--- config.mk ---
export PLATFORM = sky130hd
export DESIGN_NAME = dh_step_timer
export DESIGN_NICKNAME = d
export VERILOG_FILES = /design/src/design/dh_pkg.sv /design/src/design/dh_step_timer.sv
export SDC_FILE = /design/constraint.sdc
export NUM_CORES = 1
export LEC_CHECK = 0
export BUFFER_PORTS_ARGS = -buffer_cell sky130_fd_sc_hd__buf_2
export CAP_MARGIN = 10
export CORE_MARGIN = 2
export CORE_UTILIZATION = 30
export DETAILED_ROUTE_END_ITERATION = 6
export PLACE_DENSITY_LB_ADDON = 0.05
export SLEW_MARGIN = 20
export SYNTH_ARGS = -nofsm -noshare
export SYNTH_HDL_FRONTEND = slang
export SYNTH_SLANG_ARGS = --single-unit
--- constraint.sdc ---
create_clock -name i_clk -period 1.7 [get_ports i_clk]
set_input_delay 0.17 -clock i_clk [delete_from_list [all_inputs] [get_ports i_clk]]
set_output_delay 0.17 -clock i_clk [all_outputs]
set_load 0.01 [all_outputs]
--- src/design/dh_pkg.sv ---
// dh link package: widths, fixed-point constants, latencies and register map
package dh_pkg;

	// data words, 27-bit two's complement with 8 fraction bits
	localparam int WORD_W = 27;
	localparam int FRAC_W = 8;
	localparam int FIX_ONE = 256;
	// apb data bus
	localparam int DATA_W = 32;

	// angles in 1/1024 turn
	localparam int ANGLE_W = 10;
	localparam int QUAD_W = 8;

	// first quadrant polynomial, f(v) = v * (c1 - c3 * v^2)
	localparam int SIN_C1 = 402;
	localparam int SIN_C3 = 146;

	// pipeline latencies
	localparam int MUL_LAT = 2;
	localparam int SINCOS_LAT = 6;

	// products and result words
	localparam int N_PROD = 6;
	localparam int N_RES = 11;
	localparam int CNT_W = 4;

	// register map
	localparam int ADDR_W = 8;
	localparam logic [ADDR_W-1:0] REG_CTRL = 8'h00;
	localparam logic [ADDR_W-1:0] REG_STATUS = 8'h04;
	localparam logic [ADDR_W-1:0] REG_THETA = 8'h08;
	localparam logic [ADDR_W-1:0] REG_ALPHA = 8'h0C;
	localparam logic [ADDR_W-1:0] REG_A = 8'h10;
	localparam logic [ADDR_W-1:0] REG_D = 8'h14;
	// t00 t01 t02 t03 t10 t11 t12 t13 t21 t22 t23
	localparam logic [ADDR_W-1:0] REG_T_BASE = 8'h20;

endpackage
--- src/design/dh_step_timer.sv ---
// loadable down-counter with an up-counting step index
`timescale 1ns/1ns

module dh_step_timer (
	input  logic                       i_clk,
	input  logic                       i_arst_n,
	input  logic                       i_load,
	input  logic [dh_pkg::CNT_W-1:0]   i_load_val,
	output logic                       o_expired,
	output logic [dh_pkg::CNT_W-1:0]   o_index
);

	logic [dh_pkg::CNT_W-1:0] cnt_q;

	always_ff @(posedge i_clk or negedge i_arst_n) begin
		if (!i_arst_n) begin
			cnt_q <= '0;
			o_index <= '0;
		end else if (i_load) begin
			cnt_q <= i_load_val;
			o_index <= '0;
		end else begin
			// hold at zero once run out
			if (cnt_q != '0) begin
				cnt_q <= cnt_q - 1'b1;
			end
			o_index <= o_index + 1'b1;
		end
	end

	assign o_expired = (cnt_q == '0);

endmodule

==> metrics list, run 1 <==
- The flow ran to the end, and the final reports show no timing, DRC or antenna violations.
- Dividing the final minimum period by the clock period gives 88.73%.
* Yosys cell types: 20
* Fill cell total of the finished layout: 134
* Class of the worst hold path: in -> reg
* CP Max Fanout: 4
* Cells along the critical path: inv_1 -> ha_1 -> nor3b_4 -> buf_2
- For this run, global-route usage on met1 was measured as 10.31%.
* RR Startpoint: cnt_q[0]
- CTS built an H-tree with a depth of 1.
- met2 is the most crowded layer.
- The final layout contains 61 nets.
- Leak: 0.2487 nW
- Post-synthesis cell type with the largest combined area: dfrtp_1
- Vertical extent of the die: 40.13 um
- Worst relative slew slack: 84.59%
- Measured slew at the worst slew-check pin: 229.3 ps
- In the final timing run, aggregate negative setup slack is 0 ps.
- Port Buffer Count: 11
- Detailed Route Iter0 Violations: 3
* Clock tree from TritonCTS: done
- Commonest cells in the netlist: dfrtp_1 (8), inv_1 (3), nand2_1 (3), nor2_1 (3)
- Gate Count Post-Synth: 36
* Post-synthesis to final-layout area growth: 26.20%
* Main area contributors after synthesis: dfrtp_1 (51%), ha_1 (6.4%), nor3b_4 (4.8%), xnor2_1 (4.5%), inv_1 (2.9%)
* Register area share after synthesis: 51.12%
- With fillers left out, the area of the finished cells amounts to between 400 and 500 um2.
- The die is 40.13 um wide.
- Final weighted congestion in routability-driven placement: 0.6400
- Placeable Area: about 1300 um2
* Setup repair after global routing missed its margin: no
- Longest Clk Path Bufs: 2
- The die covers 1610 um2.
- In this run the core area contains 13 standard-cell rows.
* Count of flip-flops with a built-in enable after synthesis: 0
- The finished layout holds 65 standard cells, fillers aside.
* Number of antenna violations at the first check in global routing: 0
* Share of cells above drive strength 1: 36.00%
* Clock buffer count from CTS: 3
- Via count of the first global-routing pass: 250
* Post-synthesis average cell area: 10.88 um2
* Synth top area share: around 51%
- Number of detailed-route iterations in the first pass: 3
* Highest Clock Rate: 663.0 MHz
- STA puts the critical path data required time at 1530 ps.
* Clock network latency to the later pin of the worst-skew pair: around 250 ps
- The clock drives 8 sinks.
- Worst supply voltage drop on vdd: 0.0004394 V
- Worst reg2reg path endpoint: cnt_q[1]
- Total track usage: 10.36%
- WL per Instance: between 9 and 10 um
- In this run the remaining antenna-violating nets after routing total 0.
* Reg2reg path depth: 5
- The total overflow left after global routing is 0.
- STA puts the critical path data arrival time at 1340 ps.
- The number of antenna diodes in the final layout is 0.
* Cell area power density: 992.0 nW/um2
* Placed cells: 61
- The worst hold path passes through 3 cells.
- Setup violation total in the final timing report: 0
- The initial utilization of the core area, before any placement, comes to 31.27%.
* Async set-reset flop share out of synthesis: 100.0%
- In the global route stage, met3 resource usage came out at 8.333%.
- Yosys instantiated no cell more often than dfrtp_1.
* Via/cell ratio: 4.415
- Across the run, the number of max-cap violations was 0.
* IO Pins: 12
* Aggregate routed wire length: around 630 um
- The cell area that synthesis handed to floorplanning was 391.6 um2.
* Clk root buf: clkbuf_4
* Final critical path time including I/O delays and setup: 1508 ps
- The first global-routing pass estimated 952 um of wire.
* Number of DRC violations after detailed routing: 0
* Final clock skew: 6.005 ps
- Startpoint of the most critical hold path: i_load_val[2]
- Crit-path slowest cell: dfrtp_1
- Post-Syn Nets: 45
- Yosys Warn Count: 0
- Met2 GRT Util: about 14%
- Number of max-slew violations in the final report: 0
- The critical path is of the reg -> out type.
* Largest net degree at the start of global routing: 14
* Number of flip-flops and latches in the synthesized netlist: 8
- Once detailed placement completed, the half-perimeter wirelength came to 496.1 um.
* Buf+Inv Stages, Crit Path: 2
* Min-Delay Endpoint: cnt_q[2]
* Area after detailed placement: about 460 um2
- Final Hold Vio Count: 0
- Nature of the critical path startpoint: register
- Kind of capture point of the worst setup path: output pin
- Worst R2R Setup Slack: ~250 ps
- Number of vias after detailed routing: 287
- On the worst path, the slowest cell contributes a delay of 370 ps.
* Primary FF master, synth: dfrtp_1
- The cell family contributing the most delay on the critical path is flip-flops.
* Clk slew on worst S/H paths: 50 ps
-- layout by cell type, fill, tap and decap left out, types with 2 or more instances in the layout --
master and count:
ha_1 2, buf_2 11, xnor2_1 2, clkbuf_4 3, nand2_1 3, nor3_1 2, dfrtp_1 8, nor2_1 3
inv_1 3
-- logic make-up (layout without fill, tap and decap cells) --
logic type / after synthesis / count (layout) / share of synthesized area, %
flops: 8 / 8 / 51.12
buf+inv: 4 / 18 / 3.833
fa+ha+maj: 2 / 2 / 6.389
xor+xnor: 3 / 3 / 6.710
mux: 1 / 1 / 2.875
compound gates: 5 / 5 / 8.623
simple gates: 13 / 13 / 20.45
-- what timing repair did --
item	in CTS	in global routing
gates resized for setup	0	0
hold buffers	1	0
endpoints found under the hold margin	8	0
setup buffers	0	0
-- worst max-delay path by stage --
stage                     startpoint   endpoint  cells after the start
after floorplan             cnt_q[0]   cnt_q[1]                      5
after global placement      cnt_q[0]   cnt_q[1]                      5
after detailed placement    cnt_q[0]   cnt_q[1]                      5
after CTS                   cnt_q[0]  o_expired                      4
after global routing        cnt_q[0]  o_expired                      4
final                       cnt_q[0]  o_expired                      4
-- through the flow --
step / hold WS, ps / power, mW / setup WS [ps] / util [%]
detailed placement: 16.88 / 0.3550 / 248.2 / 36.86
global route: 127.9 / 0.5325 / 75.60 / 39.46
floorplan: -125.6 / 0.3223 / 258.0 / -
finish: 128.0 / 0.4903 / 191.6 / 39.46
CTS: 121.1 / 0.5016 / 165.4 / 39.46
global placement: 19.60 / 0.3519 / 294.3 / 36.86
-- layout make-up --
cell class | count | area [um2] | share of cell area (%)
clock buffer | 3 | 22.52 | 4.557
inverter | 3 | 11.26 | 2.278
multi-input combinational | 24 | 176.4 | 35.70
sequential | 8 | 200.2 | 40.51
tap | 15 | 18.77 | 3.797
timing repair buffer | 12 | 65.06 | 13.16
-- state kept, by name, summed over array words and instances, names as in the netlist --
| name | flops |
|---|---|
| o_index | 4 |
| cnt_q | 4 |
-- per-layer routing --
layer  wire length (um)  vias to the layer above
li1                   -                      150
met2                294                        9
met5                  0                        -
met1                280                      128
met4                  0                        0
met3                 59                        0
-- worst reg2reg max path: stages (launching register included) --
cell and delay (ps):
dfrtp_1 370, inv_1 90, ha_1 210, nor3b_4 250, mux2_2 370, o21ai_2 100
-- power by group --
part | leakage [nW] | internal [mW] | switching (mW)
clock network | 0.0138 | 0.0803 | 0.0573
logic | 0.133 | 0.0634 | 0.0539
registers | 0.102 | 0.214 | 0.0215
Power figures use the tool's default switching activity.
==> inputs of run 2 (changes only) <==
==> constraint.sdc (replaced) <==
create_clock -name i_clk -period 1.29 [get_ports i_clk]
set_input_delay 0.129 -clock i_clk [delete_from_list [all_inputs] [get_ports i_clk]]
set_output_delay 0.129 -clock i_clk [all_outputs]
set_load 0.01 [all_outputs]
==> run 2 against run 1 <==
  * The run now ends with setup timing left
  * Via count up 22%
  * Clock power increased by 38%
  * Die area did not move
  * Clock skew fell by 3.2 ps
  * Sequential power increased by 33%
  * Power rose by 67%
  * Hold slack got worse by 33 ps
  * Non-clock buffer count rose by 12
  * Final cell count up 18%
  * Setup slack got worse by 330 ps
  * Global-route usage up 2.6 points
  * First-iteration DRC count stayed put
  * Critical path type unchanged
==> metrics list, run 2 (same netlist as run 1, synthesis figures left out) <==
- # H-tree levels: 1 (unchanged)
- The met3 track demand over resource is 3.333% (-5.0 points).
- Worst supply voltage drop on vdd: 0.0005628 V (+28%)
- GRT Max-Usage Layer: met2
- The number of diodes is 0 (unchanged).
- Half-perimeter wire length of the detailed placement result: 573.1 um (+16%)
- Final net count: 73 (+20%)
- Critical path origin: cnt_q[1]
- Clock buffer count from CTS: 3 (unchanged)
- Number of nets with antenna violations after detailed routing: 0 (unchanged)
- Class of the worst hold path: in -> reg
- Grt met1 use: 14.24% (+3.9 points)
- Total track usage: 12.98% (+2.6 points)
- Share of cells above drive strength 1: 54.84% (+19 points)
- The cell-internal power is 584.6 uW (+63%).
- Number of max-slew violations in the final report: 0 (unchanged)
- The clock sink count came to 8 (unchanged).
- Clk root buf: clkbuf_4
- The switching share of total power came to 28.51% (+1.4 points).
* PnR worst setup slack: -135.4 ps (-327.0 ps)
* Result of the run: complete, but fails checks
* Most frequent standard cell in the layout excluding fill and tap cells: buf_4
* Clock network latency to the later pin of the worst-skew pair: 250 ps (about the same)
- The checks that failed: setup timing.
- Traced cell by cell, the critical path runs through inv_2 -> ha_4 -> nor3b_4 -> buf_4 -> buf_6.
- STA classifies the critical path startpoint as a register.
- The internal reg-to-reg setup slack came to -120 ps (-370 ps).
- Share of power burned in combinational logic: 38.5% (+15 points)
- The via-per-instance ratio came to 4.532 (+2.7%).
- Port Buffer Count: 11 (unchanged)
* Final clock skew: 2.844 ps (-3.161 ps)
- Congestion Overflow GR: 0 (unchanged)
- Max-cap check violation count: 0 (unchanged)
* Number of vias after detailed routing: 349 (+22%)
- The top-level port count came to 12 (unchanged).
- Row Count: 13 (unchanged)
- The placer congestion estimate was 0.6421 (+0.33%).
- First-pass GRT wire length: 1.311 mm (+38%)
* Layout Utilization: 49.05% (+9.6 points)
- The average wire per cell in the routed design came to 12.44 um (+28%).
- Min-Delay Endpoint: cnt_q[1]
- Highest Clock Rate: 701.6 MHz
- Worst reg2reg path endpoint: cnt_q[1]
- Startpoint of the most critical hold path: i_load_val[1]
- The placeable core area came to 1252 um2 (unchanged).
- The cell family contributing the most delay on the critical path is flip-flops.
- The clock share of power was 23.2% (-4.9 points).
- The smallest clock period supported by the final layout is computed as 1425 ps.
- Largest net degree at the start of global routing: 14 (unchanged)
* Aggregate routed wire length: 958 um (+51%)
- In the layout the commonest cells are buf_4 (12), buf_2 (10), dfrtp_1 (8).
* Worst relative slew slack: 84.71% (+0.11 points)
* Sequential group share of total power: 38.3% (-9.7 points)
- Starting density of the core: 31.27% (unchanged)
- The area growth from synthesis to layout is 56.87%.
- The critical path is of the reg -> out type.
- The clock transition at the register clock pins on the worst setup and hold paths after CTS was 50 ps (about the same).
* Kind of capture point of the worst setup path: output pin
- Switching power total: 233.1 uW (+76%)
- Longest Clk Path Bufs: 2 (unchanged)
- The largest incremental delay on the critical path was 390 ps (+20 ps).
- The count of unresolved DRC violations after routing came to 0 (unchanged).
* Crit-path slowest cell: dfrtp_1
* Reg2reg path depth: 6 (+1)
- The cell depth of the worst hold path is 3 (unchanged).
- Final worst path period share: 110.5%
* Via count of the first global-routing pass: 332 (+33%)
- The critical path arrival came to 1300 ps (-40 ps).
- Final Hold Vio Count: 0 (unchanged)
- The cell leakage power was 0.3163 nW (+27%).
- The count of buffer and inverter cells on the critical path came to 3 (+1).
- The post-layout total power was 817.7 uW (+67%).
- The die area is 1610 um2 (unchanged).
* Setup violation total in the final timing report: 5 (+5)
- TritonCTS built the clock tree.
* Detailed Route Iter0 Violations: 3 (unchanged)
- Cell area power density: 1331 nW/um2 (+34%)
* Chip width: 40.13 um (unchanged)
* Measured slew at the worst slew-check pin: 227.6 ps (-1.697 ps)
- Largest registers: cnt_q: 4 flops, o_index: 4 flops
- CP Data Required Time: 1160 ps (-370 ps)
- The met2 demand-to-capacity share in global routing was 22.18% (+8.1 points).
* RR Startpoint: cnt_q[1]
* Number of antenna violations at the first check in global routing: 0 (unchanged)
* CP Max Fanout: 2 (-2)
- Number of detailed-route iterations in the first pass: 2 (-1)
* Vertical extent of the die: 40.13 um (unchanged)
* Setup repair after global routing missed its margin: yes
-- run 2: changes by cell type in the layout (fill, tap and decap cells not counted), sizes merged --
cell,previous run,this run
buf,11,23
-- run 2: metrics by stage --
| step | instance area [um2] | setup slack, ps | setup TNS, ps | hold WS (ps) | cells |
|---|---|---|---|---|---|
| after detailed placement | 490.5 | -47.30 | -58.49 | -18.31 | 64 |
| final | 614.3 | -135.4 | -421.5 | 95.03 | 77 |
| after global routing | 614.3 | -185.1 | -653.2 | 103.1 | 77 |
| after floorplan | 397.9 | -99.48 | -99.48 | -166.6 | 36 |
| after global placement | 490.5 | -12.30 | -12.30 | -19.60 | 64 |
| after CTS | 584.3 | -133.6 | -280.9 | 77.97 | 73 |
-- run 2: cell type report --
| class | instances | area [um2] |
|---|---|---|
| sequential | 8 | 200.2 |
| tap | 15 | 18.77 |
| clock buffer | 3 | 22.52 |
| multi-input combinational | 24 | 200.2 |
| timing repair buffer | 24 | 161.4 |
| fill | 120 | 638.1 |
| inverter | 3 | 11.26 |
-- run 2: worst max path at each step --
stage	to	cells after the start	slack, ps
after global placement	cnt_q[1]	5	-10
after floorplan	cnt_q[1]	5	-100
after CTS	o_expired	5	-130
after global routing	o_expired	5	-190
after detailed placement	cnt_q[1]	5	-50
final	o_expired	5	-140
-- run 2: layer usage --
layer,part of all wire [%],up-vias
met5,0,-
met4,0,0
met3,4.4,0
met2,56,9
met1,40,168
li1,-,172
-- run 2: what timing repair did --
| item | 4_1_cts | 5_1_grt |
|---|---|---|
| gates resized for setup | 4 | 1 |
| pin swaps | 1 | 1 |
| hold buffers | 1 | 0 |
| setup endpoints to repair | 3 | 3 |
| setup buffers | 5 | 4 |
| hold endpoints to repair | 8 | 0 |
-- run 2: worst min-delay path, cell delays in order --
cell and delay, ps:
buf_2 70, nand2_1 60, o21ai_2 50
-- run 2: power groups by stage --
| stage | clock [mW] | combinational (mW) | sequential (mW) |
|---|---|---|---|
| 2_1_floorplan | 0 | 0.124 | 0.314 |
| 4_1_cts | 0.201 | 0.265 | 0.313 |
| 3_5_place_dp | 0 | 0.194 | 0.317 |
| 3_3_place_gp | 0 | 0.189 | 0.314 |
| 5_1_grt | 0.216 | 0.341 | 0.317 |
| 6_report | 0.190 | 0.315 | 0.313 |
